===== src/design/swerv_dbg_pkg.sv =====
// Shared widths, DMI register map and sbcs field positions for the
// debug DCCM access path. Imported by every module of the design.

package swerv_dbg_pkg;

   // ******************************
   // Widths
   // ******************************
   localparam int DATA_W     = 32;   // Registers, APB data and DCCM words
   localparam int DMI_ADDR_W = 7;
   localparam int APB_ADDR_W = 9;    // paddr[8:2] carries the DMI address

   typedef logic [DATA_W-1:0]     data_t;
   typedef logic [DMI_ADDR_W-1:0] dmi_addr_t;

   // ******************************
   // DMI register map
   // ******************************
   // Addresses as in the RISC-V debug specification
   localparam dmi_addr_t DMI_SBCS       = 7'h38;
   localparam dmi_addr_t DMI_SBADDRESS0 = 7'h39;
   localparam dmi_addr_t DMI_SBDATA0    = 7'h3c;

   // ******************************
   // sbcs fields
   // ******************************
   localparam int SBCS_ERROR_BIT      = 12;  // Sticky, write 1 to clear
   localparam int SBCS_READONDATA_BIT = 15;  // Read of sbdata0 starts next read
   localparam int SBCS_AUTOINC_BIT    = 16;  // Address steps by one word
   localparam int SBCS_READONADDR_BIT = 20;  // Write of sbaddress0 starts a read
   localparam int SBCS_BUSY_BIT       = 21;  // Read only

   // DCCM geometry
   // Words per bank; two banks interleaved on address bit 2
   localparam int DCCM_DEPTH_DEFAULT = 256;

endpackage


===== src/design/sb_master.sv =====
// System-bus access sequencer for the debug path into the DCCM.
// Owns sbaddress0, checks range and alignment, steers each access to the
// lo or hi bank by address bit 2 and reports busy, error and read data.

module sb_master #(
   parameter int DCCM_DEPTH = swerv_dbg_pkg::DCCM_DEPTH_DEFAULT
) (
   input  logic                          clk,
   input  logic                          rst_n,
   // From the DMI register block
   input  logic                          addr_wr,
   input  swerv_dbg_pkg::data_t          addr_wdata,
   input  logic                          rd_req,
   input  logic                          wr_req,
   input  swerv_dbg_pkg::data_t          wr_data,
   input  logic                          autoinc,
   input  logic                          err_clr,
   // Back to the DMI register block
   output swerv_dbg_pkg::data_t          sb_addr,
   output logic                          busy,
   output logic                          err,
   output logic                          rd_valid,
   output swerv_dbg_pkg::data_t          rd_data,
   // DCCM banks
   output logic                          lo_en,
   output logic                          hi_en,
   output logic                          bank_wr_en,
   output logic [$clog2(DCCM_DEPTH)-1:0] bank_addr,
   output swerv_dbg_pkg::data_t          bank_wdata,
   input  swerv_dbg_pkg::data_t          lo_rdata,
   input  swerv_dbg_pkg::data_t          hi_rdata
);
   import swerv_dbg_pkg::*;

   localparam int    IDX_W      = $clog2(DCCM_DEPTH);
   localparam data_t ADDR_LIMIT = data_t'(8 * DCCM_DEPTH);   // Two banks of words

   logic  req;
   data_t req_addr;
   logic  bad_addr;
   logic  go;
   logic  rd_hi;

   // ******************************
   // Request check
   // ******************************
   // A readonaddr fetch uses the address written in the same cycle
   assign req      = rd_req | wr_req;
   assign req_addr = addr_wr ? addr_wdata : sb_addr;
   assign bad_addr = (req_addr[1:0] != 2'b00) || (req_addr >= ADDR_LIMIT);
   assign go       = req & ~bad_addr;

   // Enable cycle, plus the return cycle for reads
   assign busy    = lo_en | hi_en | rd_valid;
   assign rd_data = rd_hi ? hi_rdata : lo_rdata;

   // ******************************
   // Sequencer state
   // ******************************
   always_ff @(posedge clk or negedge rst_n) begin
      if (!rst_n) begin
         sb_addr    <= '0;
         lo_en      <= 1'b0;
         hi_en      <= 1'b0;
         bank_wr_en <= 1'b0;
         rd_valid   <= 1'b0;
         rd_hi      <= 1'b0;
         err        <= 1'b0;
      end else begin
         if (go && autoinc) begin
            sb_addr <= req_addr + data_t'(4);   // Step past the word just issued
         end else if (addr_wr) begin
            sb_addr <= addr_wdata;
         end

         lo_en      <= go & ~req_addr[2];
         hi_en      <= go & req_addr[2];
         bank_wr_en <= go & wr_req;

         // Bank output is valid the cycle after a read enable
         rd_valid <= (lo_en | hi_en) & ~bank_wr_en;
         rd_hi    <= hi_en;

         err <= (err & ~err_clr) | (req & bad_addr);   // Sticky until cleared
      end
   end

   // Word index and write data
   always_ff @(posedge clk) begin
      if (go) begin
         bank_addr  <= req_addr[IDX_W+2:3];
         bank_wdata <= wr_data;
      end
   end

   // ******************************
   // Checks
   // ******************************
   // Register block must hold requests back while an access is in flight
   assert property (@(posedge clk) disable iff (!rst_n) (rd_req || wr_req) |-> !busy)
      else $error("sb_master: request issued while busy");

   assert property (@(posedge clk) disable iff (!rst_n) !(lo_en && hi_en))
      else $error("sb_master: both DCCM banks enabled");

endmodule


===== config.mk =====
export PLATFORM = sky130hd
export DESIGN_NAME = sb_master
export DESIGN_NICKNAME = d
export VERILOG_FILES = /design/src/design/swerv_dbg_pkg.sv /design/src/design/sb_master.sv
export SDC_FILE = /design/constraint.sdc
export NUM_CORES = 1
export LEC_CHECK = 0
export ABC_AREA = 1
export BUFFER_PORTS_ARGS = -buffer_cell sky130_fd_sc_hd__buf_4
export CORE_UTILIZATION = 40
export DETAILED_ROUTE_END_ITERATION = 7
export PLACE_DENSITY = 0.78
export SYNTH_ARGS = -nofsm -noshare
export SYNTH_HDL_FRONTEND = slang
export SYNTH_SLANG_ARGS = --single-unit

===== constraint.sdc =====
create_clock -name clk -period 3.4 [get_ports clk]
set_input_delay 0.34 -clock clk [delete_from_list [all_inputs] [get_ports clk]]
set_output_delay 0.34 -clock clk [all_outputs]
set_load 0.01 [all_outputs]

Yosys cells after proc, flatten, opt, wreduce, memory -nomap -nowiden. Cells that the tools add are included.

Bitwise gates (word level): 15. Magnitude comparators: 1. Reduce and logical (&&, ||, !) cells: 3. Mux-type cells: 3. Add/sub/neg operators: 1.

Operators with widths (number): $mux 32 (3); $add 32x3->32 const B (1); $ge 32x12->1 const B (1); $and 1x1->1 (7); $not 1->1 (4); $or 1x1->1 (4); $reduce_bool 2->1 (1); $logic_and 1x1->1 (1); $logic_or 1x1->1 (1).

Register bits: 78. Output and inout bits: 110. Word-level logic and storage cells: 32.

Logic depth before layout (Yosys ltp).
Depth after elaboration: 7. Mapped depth: 12. Mapped depth without buffers: 11.

Worst setup path after synthesis. OpenSTA, ideal clock, no wires.

Path kind: input-to-reg. Start: input port addr_wr. End: register bank_addr[0], enable pin. Arrival: 1.967 ns. Path buffers: 1. Setup slack: 1.038 ns. Cell stages on the path: 10. Cell sequence: inv_2 -> buf_6 -> nand2_1 -> nand2_1 -> inv_1 -> nor2_1 -> nand3_1 -> nor2_2 -> nand2_1 -> inv_1.

Word-level cells in the longest chain between the ends: 5. Elaborated cells between the ends (all ways): 6.

Ends and longest elaborated chain: from (decl) (line sb_master.sv:11) `input logic addr_wr,`; $mux 32 (*); $ge 32x12->1 / $reduce_bool 2->1 (equally long branches) (line sb_master.sv:50) `assign bad_addr = (req_addr[1:0] != 2'b00) || (req_addr >= ADDR_LIMIT);`; $logic_or 1x1->1 (*) (line sb_master.sv:50); $not 1->1 (*) (line sb_master.sv:51) `assign go = req & ~bad_addr;`; $and 1x1->1 (*) (line sb_master.sv:51); net go (line sb_master.sv:41) `logic go;`; to (signal assigned) (line sb_master.sv:91) `bank_addr <= req_addr[IDX_W+2:3];`; to (decl) (line sb_master.sv:28) `output logic [$clog2(DCCM_DEPTH)-1:0] bank_addr,`.

Mark *: on every way through the listed nets, which the timed path passes. The rest lies on a longest branch. A chain may end at the register's enable or synchronous reset.

Worst setup path in the final report.
Start: input port addr_wr. End: register bank_addr[3], enable pin.

The elaborated chain is that of the path after synthesis.

==> results.ini <==
[status]
status=complete, no violations

[drt]
viasPerCell=4.77
wire_per_inst_um=16.5
drtPass1Iterations=4
drtAntennaViolNets=0
wl_um=12400
drcViolationCount=0
vias=3582
drtIter0Drc=180

[sta]
worst_slew_pin_slew_ns=0.613
fin_crit_ns=2.42
slew-limit-headroom_pct=59.1
clock_skew_ns=0.0123
hold_slack_ns=0.149
rsz0062_at_grt=no
final_max_slew_viol_count=0
finalSetupTns_ns=0
clock.fmax_mhz=412
hold_viol=0
fin_crit_sh_pct=71.3
setup_viol=0

[global_routing]
grt_pass1_vias=3509
antenna_found_initial=0
grt_util_all_layers_pct=24.2
grt_max_degree=41
busiest_layer=met2
grt.met1_usage_pct=26.6
grtUsageMet3_pct=6.04
use_met2_pct=44.4
grt_pass1_wl_um=17700
grt.overflow.total=0

[clock_network]
cts_tree=yes
cts_buffers=9
root_buffer=clkbuf_8
htreeDepth=3
clockBufferDepth=2
postCtsResizedCells=0
clk_latency_ns=0.36
clk_pin_slew_ns=0.09
cts_sinks=78

[placement]
port_buffers=244
gp_routability_congestion=0.850
hpwl_um=9490
dpl_cell_area_mm2=0.00566

[logic_synthesis]
synth_top_cell_by_area=edfxtp_1
yosysUniqueCellTypes=27
synth.area.top_cells=edfxtp_1, dfrtp_1, nand2_1
synth_top_cell_area_share_pct=31.8
ys_warn_count=0
synth_fp_nets=526
seq_area_frac_synth_pct=57.0
synth-seq-cells=78
synth.avg_cell_area_um2=9.68
synthCells=390
syn_area_mm2=0.00377

[setup_path]
cp-end-kind=register
rr_worst_depth=10
worstPathMaxFanout=40
arrival_ns=2.42
cp-start-kind=input pin
path_class=input pin to register
cp.required_ns=3.39

[floorplan]
rows=35
io_pins=245
start_util_pct=41.0
die_h_um=99.1
die_area_mm2=0.00983
coreArea_mm2=0.00920
die_w_um=99.1

[power]
p_per_area_mw_per_mm2=381
ir_worst_vdd_mv=0.309
leakage_nw=3.02

[finish]
final_area_mm2=0.00589
multi_input_area_mm2=0.00133
layout_top_registers=bank_wdata x32, sb_addr x32, bank_addr x8
final.fill_count=796
regArea_mm2=0.00215
area_growth_pct=56.0
drive_above_1_share_pct=50.0
antenna_cells=0
final_nets=771

[worst_hold_path]
worstHoldPathType=input pin to register
holdPathStages=1

[run]
maxCapViolCount=0

power breakdown:
part	internal, mW	leakage [nW]	switching, mW
Combinational	0.219	2.10	0.196
Sequential	1.03	0.818	0.0245
Clock	0.416	0.104	0.359
Total	1.66	3.02	0.579
through the flow:
stage	power [mW]	std cells	utilization [%]	worst slack, ns
global placement	1.48	734	61.5	0.671
global route	2.33	751	64.0	0.706
finish	2.24	751	64.0	0.975
floorplan	1.24	390	-	1.04
detailed placement	1.49	734	61.5	0.599
CTS	2.25	751	64.0	0.973
final cells by class:
| type | instances | area share (%) |
|---|---|---|
| multi-input combinational | 249 | 22.6 |
| sequential | 78 | 36.6 |
| inverter | 49 | 3.12 |
| timing repair buffer | 248 | 31.7 |
| clock inverter | 7 | 1.64 |
| tap | 111 | 2.36 |
| clock buffer | 9 | 2.10 |
cell usage after synthesis (all sizes together):
master,instances
and2,1
nand3,3
nor2,29
a21oi,1
nand4,12
ha,1
o21ai,4
nand2,158
inv,49
dfrtp,38
mux2,32
xor2,3
nand3b,5
edfxtp,40
buf,12
clkbuf,2
routing by layer:
metal  vias to the layer above  part of all wire, %
li1                       1718                    -
met1                      1670                   37
met2                       168                   54
met3                        26                  6.5
met4                         0                  2.9
met5                         -                    0
path summary, 6_finish.rpt:
| check | startpoint | endpoint | slack, ns |
|---|---|---|---|
| setup / recovery | addr_wr | bank_addr[3] | 0.98 |
| hold / removal | wr_data[8] | bank_wdata[8] | 0.15 |
| setup reg to reg | sb_addr[20] | bank_addr[3] | 1.34 |
| hold reg to reg | hi_en | rd_hi | 0.42 |
| max in group asynchronous | rst_n | rd_hi | 2.51 |
| min in group asynchronous | rst_n | sb_addr[25] | 0.53 |
layout by cell type (no fill, tap or decap):
master	instances
a21oi_1	1
and2_1	1
buf_4	247
bufinv_16	2
clkbuf_8	9
clkinv_1	1
clkinvlp_4	2
dfrtp_1	38
dlygate4sd3_1	1
edfxtp_1	40
ha_1	1
inv_1	48
inv_2	1
inv_6	2
mux2_2	32
nand2_1	138
nand2_2	20
nand3_1	3
nand3b_1	5
nand4_1	11
nand4_2	1
nor2_1	26
nor2_2	3
o21ai_0	2
o21ai_1	1
o21ai_2	1
xor2_1	3
critical path: stages:
cell and delay, ns:
buf_4 0.35, inv_2 0.36, nand2_1 0.16, nand2_1 0.10, nor2_2 0.11, nand2_1 0.05
nor2_1 0.13, nand2_1 0.09, nor2_2 0.11, nand2_1 0.09, inv_1 0.08, buf_4 0.42
logic make-up after synthesis:
kind of cell / after synthesis / share of synthesized area, %
adder cells (fa/ha/maj): 1 / 0.332
AND/OR/NAND/NOR: 208 / 23.8
buffers and inverters: 63 / 7.79
multiplexers: 32 / 9.55
AO/OA/AOI/OAI: 5 / 0.762
flip-flops: 78 / 57.0
XOR/XNOR: 3 / 0.696
what timing repair did:
item / CTS / global route
setup buffers: 0 / 0
hold buffers: 1 / 0
hold endpoints to repair: 38 / 0
No activity file was read; power rests on OpenSTA's default activity.
