`src/design/swerv_dbg_pkg.sv`:
```
// Shared widths, DMI register map and sbcs field positions for the
// debug DCCM access path. Imported by every module of the design.

package swerv_dbg_pkg;

   // ******************************
   // Widths
   // ******************************
   localparam int DATA_W     = 32;   // Registers, APB data and DCCM words
   localparam int DMI_ADDR_W = 7;
   localparam int APB_ADDR_W = 9;    // paddr[8:2] carries the DMI address

   typedef logic [DATA_W-1:0]     data_t;
   typedef logic [DMI_ADDR_W-1:0] dmi_addr_t;

   // ******************************
   // DMI register map
   // ******************************
   // Addresses as in the RISC-V debug specification
   localparam dmi_addr_t DMI_SBCS       = 7'h38;
   localparam dmi_addr_t DMI_SBADDRESS0 = 7'h39;
   localparam dmi_addr_t DMI_SBDATA0    = 7'h3c;

   // ******************************
   // sbcs fields
   // ******************************
   localparam int SBCS_ERROR_BIT      = 12;  // Sticky, write 1 to clear
   localparam int SBCS_READONDATA_BIT = 15;  // Read of sbdata0 starts next read
   localparam int SBCS_AUTOINC_BIT    = 16;  // Address steps by one word
   localparam int SBCS_READONADDR_BIT = 20;  // Write of sbaddress0 starts a read
   localparam int SBCS_BUSY_BIT       = 21;  // Read only

   // DCCM geometry
   // Words per bank; two banks interleaved on address bit 2
   localparam int DCCM_DEPTH_DEFAULT = 256;

endpackage

```
`src/design/dmi_regs.sv`:
```
// DMI register block behind an APB slave port. Decodes sbcs, sbaddress0
// and sbdata0, holds the sbcs configuration and sbdata0, and raises the
// request pulses that drive the system-bus sequencer.

module dmi_regs (
   input  logic                                 clk,
   input  logic                                 rst_n,
   // APB slave
   input  logic                                 psel,
   input  logic                                 penable,
   input  logic                                 pwrite,
   input  logic [swerv_dbg_pkg::APB_ADDR_W-1:0] paddr,
   input  swerv_dbg_pkg::data_t                 pwdata,
   output swerv_dbg_pkg::data_t                 prdata,
   output logic                                 pready,
   output logic                                 pslverr,
   // Status from the sequencer
   input  swerv_dbg_pkg::data_t                 sb_addr,
   input  logic                                 busy,
   input  logic                                 err,
   input  logic                                 rd_valid,
   input  swerv_dbg_pkg::data_t                 rd_data,
   // Requests to the sequencer
   output logic                                 addr_wr,
   output swerv_dbg_pkg::data_t                 addr_wdata,
   output logic                                 rd_req,
   output logic                                 wr_req,
   output swerv_dbg_pkg::data_t                 wr_data,
   output logic                                 autoinc,
   output logic                                 err_clr
);
   import swerv_dbg_pkg::*;

   dmi_addr_t dmi_addr;
   logic      word_ok;
   logic      hit_sbcs;
   logic      hit_addr;
   logic      hit_data;
   logic      hit_any;
   logic      access;
   logic      done;
   logic      wr_done;
   logic      rd_done;
   logic      readonaddr;
   logic      readondata;
   data_t     sbcs_rd;
   data_t     sbdata0;

   // ******************************
   // Address decode
   // ******************************
   assign dmi_addr = paddr[APB_ADDR_W-1:2];
   assign word_ok  = (paddr[1:0] == 2'b00);   // Byte offsets are not mapped

   assign hit_sbcs = word_ok && (dmi_addr == DMI_SBCS);
   assign hit_addr = word_ok && (dmi_addr == DMI_SBADDRESS0);
   assign hit_data = word_ok && (dmi_addr == DMI_SBDATA0);
   assign hit_any  = hit_sbcs | hit_addr | hit_data;

   // ******************************
   // APB handshake
   // ******************************
   // sbaddress0 and sbdata0 stall while a bus access is in flight
   assign pready  = ~(hit_addr | hit_data) | ~busy;
   assign access  = psel & penable;
   assign done    = access & pready;             // Completing cycle
   assign pslverr = access & ~hit_any;

   assign wr_done = done & pwrite;
   assign rd_done = done & ~pwrite;

   // Request pulses, all in the completing cycle
   assign addr_wr    = wr_done & hit_addr;
   assign addr_wdata = pwdata;
   assign wr_req     = wr_done & hit_data;
   assign wr_data    = pwdata;
   assign rd_req     = (addr_wr & readonaddr) | (rd_done & hit_data & readondata);
   assign err_clr    = wr_done & hit_sbcs & pwdata[SBCS_ERROR_BIT];

   // sbcs as seen by the host
   always_comb begin
      sbcs_rd                      = '0;
      sbcs_rd[SBCS_ERROR_BIT]      = err;
      sbcs_rd[SBCS_READONDATA_BIT] = readondata;
      sbcs_rd[SBCS_AUTOINC_BIT]    = autoinc;
      sbcs_rd[SBCS_READONADDR_BIT] = readonaddr;
      sbcs_rd[SBCS_BUSY_BIT]       = busy;
   end

   always_comb begin
      prdata = '0;   // Unmapped reads return zero
      if (hit_sbcs) begin
         prdata = sbcs_rd;
      end else if (hit_addr) begin
         prdata = sb_addr;
      end else if (hit_data) begin
         prdata = sbdata0;   // Old value, a readondata fetch lands later
      end
   end

   // ******************************
   // Registers
   // ******************************
   always_ff @(posedge clk or negedge rst_n) begin
      if (!rst_n) begin
         readonaddr <= 1'b0;
         readondata <= 1'b0;
         autoinc    <= 1'b0;
      end else if (wr_done && hit_sbcs) begin
         readonaddr <= pwdata[SBCS_READONADDR_BIT];
         readondata <= pwdata[SBCS_READONDATA_BIT];
         autoinc    <= pwdata[SBCS_AUTOINC_BIT];
      end
   end

   always_ff @(posedge clk or negedge rst_n) begin
      if (!rst_n) begin
         sbdata0 <= '0;
      end else if (rd_valid) begin
         sbdata0 <= rd_data;       // Bus read return
      end else if (wr_req) begin
         sbdata0 <= pwdata;        // Host write also lands here
      end
   end

   // APB master never raises penable outside a selected transfer
   assert property (@(posedge clk) disable iff (!rst_n) penable |-> psel)
      else $error("dmi_regs: penable without psel");

endmodule

```
`config.mk`:
```
export PLATFORM = sky130hd
export DESIGN_NAME = dmi_regs
export DESIGN_NICKNAME = d
export VERILOG_FILES = /design/src/design/swerv_dbg_pkg.sv /design/src/design/dmi_regs.sv
export SDC_FILE = /design/constraint.sdc
export NUM_CORES = 1
export LEC_CHECK = 0
export BUFFER_PORTS_ARGS = -buffer_cell sky130_fd_sc_hd__buf_2
export CORE_MARGIN = 10
export CORE_UTILIZATION = 47
export DETAILED_ROUTE_END_ITERATION = 10
export PLACE_DENSITY = 0.88
export SYNTH_ARGS = -nofsm -noshare
export SYNTH_HDL_FRONTEND = slang
export SYNTH_SLANG_ARGS = --single-unit
```
`constraint.sdc`:
```
create_clock -name clk -period 4.79 [get_ports clk]
set_clock_uncertainty 0.2 [all_clocks]
set_input_delay 0.479 -clock clk [delete_from_list [all_inputs] [get_ports clk]]
set_output_delay 0.479 -clock clk [all_outputs]
set_load 0.01 [all_outputs]
```
**Word-level counts from Yosys, hierarchy flattened**

Index checks and enable logic that the tools add are counted.

- Bits of input ports: 113
- Output and inout port bits: 103
- Bits in registers: 35
- Word-level logic and storage cells: 39

- Mux-type cells: 5
- Equality and inequality tests: 3
- Reduce and logical (&&, ||, !) cells: 6
- Bitwise logic cells: 21

Operators by type and width:

| kind | number |
|---|---|
| two-way mux 32 bit | 5 |
| equality test 7 x 6 -> 1 bit (second input constant) | 3 |
| bitwise AND 1 bit | 12 |
| bitwise OR 1 bit | 5 |
| logical AND 1 bit | 4 |
| inverter 1 bit | 4 |
| logical NOT 2 bit | 1 |
| nonzero test 2 bit | 1 |

**Longest topological paths before layout**

- Depth after elaboration: 10
- Mapped depth: 5
- Mapped depth without buffers: 3

**Worst setup path after synthesis**

OpenSTA, ideal clock, no wires.

- Kind: in2out
- Start point: input port paddr[1] (netlist name)
- End point: output port err_clr
- Buffers on the path: 2
- Stages on the path: 5
- Required time: 4.111 ns
- Slack: 2.200 ns
- Arrival: 1.911 ns
- Path through: or3b_1 buf_2 or3_1 clkbuf_1 nor4_1

- Word-level cells in the longest chain between the ends: 9
- Elaborated cells on any way between the ends: 11
- Classes of those cells: bitwise (7); reduce/logical (4)

Ends and longest elaborated chain:

| item | line | RTL |
|---|---|---|
| start: declaration | dmi_regs.sv:12 | `input logic [swerv_dbg_pkg::APB_ADDR_W-1:0] paddr,` |
| logical NOT 2 bit (*) | dmi_regs.sv:53 | `assign word_ok = (paddr[1:0] == 2'b00);` |
| logical AND 1 bit, on equally long branches | dmi_regs.sv:56, dmi_regs.sv:57 |  |
| bitwise OR 1 bit | dmi_regs.sv:64 | `assign pready = ~(hit_addr \| hit_data) \| ~busy;` |
| inverter 1 bit | dmi_regs.sv:64 |  |
| bitwise OR 1 bit | dmi_regs.sv:64 |  |
| bitwise AND 1 bit | dmi_regs.sv:66 | `assign done = access & pready;` |
| bitwise AND 1 bit | dmi_regs.sv:69 | `assign wr_done = done & pwrite;` |
| bitwise AND 1 bit (*) (2 in a row) | dmi_regs.sv:78 | `assign err_clr = wr_done & hit_sbcs & pwdata[SBCS_ERROR_BIT];` |
| end: declaration | dmi_regs.sv:30 | `output logic err_clr` |

Every way passes the cells marked *; elsewhere a longest branch is shown, timed or not.

**Worst setup path after layout**

- Start point: input port paddr[1] (netlist name)
- End point: output port prdata[9]

- Word-level cells in the longest chain between the ends: 5
- Elaborated cells on any way between the ends: 7
- Classes of those cells: mux (3); reduce/logical (4)

Ends and longest elaborated chain:

| item | line | RTL |
|---|---|---|
| logical NOT 2 bit (*) | dmi_regs.sv:53 |  |
| logical AND 1 bit | dmi_regs.sv:57 | `assign hit_data = word_ok && (dmi_addr == DMI_SBDATA0);` |
| two-way mux 32 bit | dmi_regs.sv:96 | `end else if (hit_data) begin` |
| two-way mux 32 bit | dmi_regs.sv:94 | `end else if (hit_addr) begin` |
| two-way mux 32 bit (*) | dmi_regs.sv:92 | `if (hit_sbcs) begin` |
| end: declaration | dmi_regs.sv:14 | `output swerv_dbg_pkg::data_t prdata,` |

Marks and branches as above.

==> summary.md <==
| Metric | Value |
|---|---|
| Post-Route Setup TNS | `0 ns` |
| Number of synthesized flops with an enable pin | `0` |
| Total core area | `approximately 6800 sq um` |
| Effective utilization at floorplan | `0.4863` |
| Ant. Diodes | `0` |
| FF-to-FF path depth | `1` |
| Worst Max-Slew Pin Slew | `~1.3 ns` |
| Hold Vio Cnt, Final | `0` |
| Top-count cell post-synth | `buf_4` |
| Top cells by area, synth | `dfrtp_1 26%, buf_4 14%, a41oi_1 8.4%, and3b_1 8.4%, o41ai_1 8.4%` |
| Fin util | `0.5925` |
| Setup Fix Bufs, Post-CTS | `0` |
| Register area share after synthesis | `0.2637` |
| Initial DRC count | `roughly 260` |
| Mapped Nets | `487` |
| Nets | `606` |
| Wire per inst | `~21 microns` |
| Num rows | `30` |
| CTS tree | `yes` |
| Pins Over Slew Limit | `0` |
| Primary FF master, synth | `dfrtp_1` |
| CTS buffer count | `5` |
| Area delta synth->final | `21.85%` |
| Clock period minus worst slack | `3.069 ns` |
| Async SR Flop Fraction | `1.000` |
| Yosys top cell by area | `dfrtp_1` |
| Initial antenna violation count | `0` |
| Avg Cell Area, Syn | `8.882 sq um` |
| Post-route cell area | `4048 sq um` |
| Yosys cell types | `35` |
| Data arrival, critical path | `2.39 ns` |
| Max Clock Freq | `325.8 MHz` |
| CTS max path bufs | `2` |
| GRT Total Usage | `0.2132` |
| Clock sink count | `35` |
| Final Power | `797.3 uW` |
| Yosys warnings | `0` |
| Pleak | `slightly above 2 nW` |
| DP Worst Slack | `between 1.5 and 2 ns` |
| Post-route antenna net violation count | `0` |
| Clock Latency Late Sink | `0.29 ns` |
| Total global routing overflow | `0` |
| Ports | `216` |
| Pin count of the biggest net entering global routing | `65` |
| DR vias | `3532` |
| Rel. slew slack | `0.1472` |
| Flops & latches, synth | `35` |
| CTS resizes | `0` |
| Startpoint types | `input port` |
| Fin worst setup slack | `1.721 ns` |
| Max-Cap Viols | `0` |
| Share of cells above drive strength 1 | `0.4858` |
| Routability-driven placement congestion ratio | `~0.86` |
| Vias per inst | `5.986` |
| Status | `completed` |
| Crit path max-delay cell type | `nor3_4` |
| Vias in the first global route | `between 3000 and 4000` |
| Total setup violations reported at the end of the flow | `0` |
| PortBufs | `215` |
| Final Cycle Share | `0.6407` |
| DRC violations left | `0` |
| Clock Tree Root | `clkbuf_8` |
| Min Hold Slack | `0.09380 ns` |
| Syn Inst Count | `374` |
| Die height | `104.1 microns` |
| Placed insts | `slightly below 600` |
| RSZ-0062 raised after global routing | `false` |
| Layout Cells excl Fill | `a little under 600` |
| Hold WC Path Type | `input port to asynchronous set/reset pin` |
| FF+latch area | `roughly 880 sq um` |
| CP delay by family, top | `buffers and inverters` |
| First-pass GRT wire length | `approximately 20 mm` |
| PD cells | `slightly below 200 nW/um^2` |
| Reg2Reg Launch Point | `readondata$_DFFE_PN0P_` |
| Fill count | `~630` |
| HPWL Detailed | `9.072 mm` |
| CP cell instances | `buf_2 -> or3b_1 -> buf_4 -> nor3_4 -> buf_4 -> a22o_1 -> buf_2` |
| Die X | `104.1 microns` |
| CP Class | `input port to primary output` |
| Final Routed Wirelength | `12.40 mm` |
| R2R Path End | `readondata$_DFFE_PN0P_` |
| Reg2reg setup slack | `3.77 ns` |
| Area post-placement | `3948 sq um` |
| Post-synth top cells | `64 x buf_4, 41 x clkbuf_1, 35 x dfrtp_1` |
| Die ar. | `10830 sq um` |
| Buf/Inv on CP | `4` |
| CP required | `4.11 ns` |
| Synthesized area | `3322 sq um` |
| # hold bufs at CTS | `0` |
| Area fraction of the dominant cell type after synthesis | `0.2637` |
| Peak per-stage delay on the critical path | `about 0.46 ns` |
| H-tree levels | `2` |
| CP Max Fanout | `36` |
| Maximum VDD drop | `0.0001179 V` |
| Crit end category | `primary output` |
| Clk slew on worst S/H paths | `~0.07 ns` |
| Multi-input gate area in the final layout | `1808 sq um` |
| DR pass1 iterations | `5` |
[sequential cells by signal, summed over array words and instances (netlist names)]
register	count
sbdata0	32
autoinc	1
readonaddr	1
readondata	1
[area by class of cell]
| class | instances | area share |
|---|---|---|
| Clock buffer | 8 | 0.02473 |
| Sequential cell | 35 | 0.2164 |
| Multi-Input combinational cell | 226 | 0.4467 |
| Timing Repair Buffer | 223 | 0.2807 |
| Inverter | 2 | 0.001855 |
| Tap cell | 96 | 0.02968 |
[cells in the final DEF (no fill, tap or decap), types with 7 or more instances in the layout]
| cell | n |
|---|---|
| a21oi_1 | 32 |
| a22o_1 | 27 |
| a41oi_1 | 32 |
| and3b_1 | 32 |
| buf_2 | 215 |
| buf_4 | 8 |
| clkbuf_8 | 7 |
| dfrtp_1 | 35 |
| nor2b_1 | 34 |
| o41ai_1 | 32 |
[logic make-up after synthesis]
group / after synthesis / synth area share
AOI/OAI and AO/OA: 131 / 0.3085
muxes: 8 / 0.02862
and+or+nand+nor: 87 / 0.1977
DFF: 35 / 0.2637
buffers and inverters: 113 / 0.2015
[worst max path at each step]
stage                   from          to  cells after the start
floorplan           paddr[1]     err_clr                      5
global placement    paddr[1]   prdata[9]                      7
detailed placement  paddr[1]   prdata[9]                      7
CTS                 paddr[1]   prdata[9]                      7
global route        paddr[1]  prdata[25]                      7
finish              paddr[1]   prdata[9]                      7
[where the power goes]
part	internal [mW]	switching [mW]
registers	0.320	0.0159
logic	0.0995	0.123
clock network	0.131	0.107
[metal layers]
layer  vias to the layer above  track usage  share of wire  wire length, microns
li1                       1620            -              -                     -
met1                      1694       0.2543           0.40                  4971
met2                       200       0.3626           0.50                  6245
met3                        18      0.06444          0.082                  1018
met4                         0      0.05467          0.013                   160
met5                         -            0              0                     0
Power figures use the tool's default switching activity.
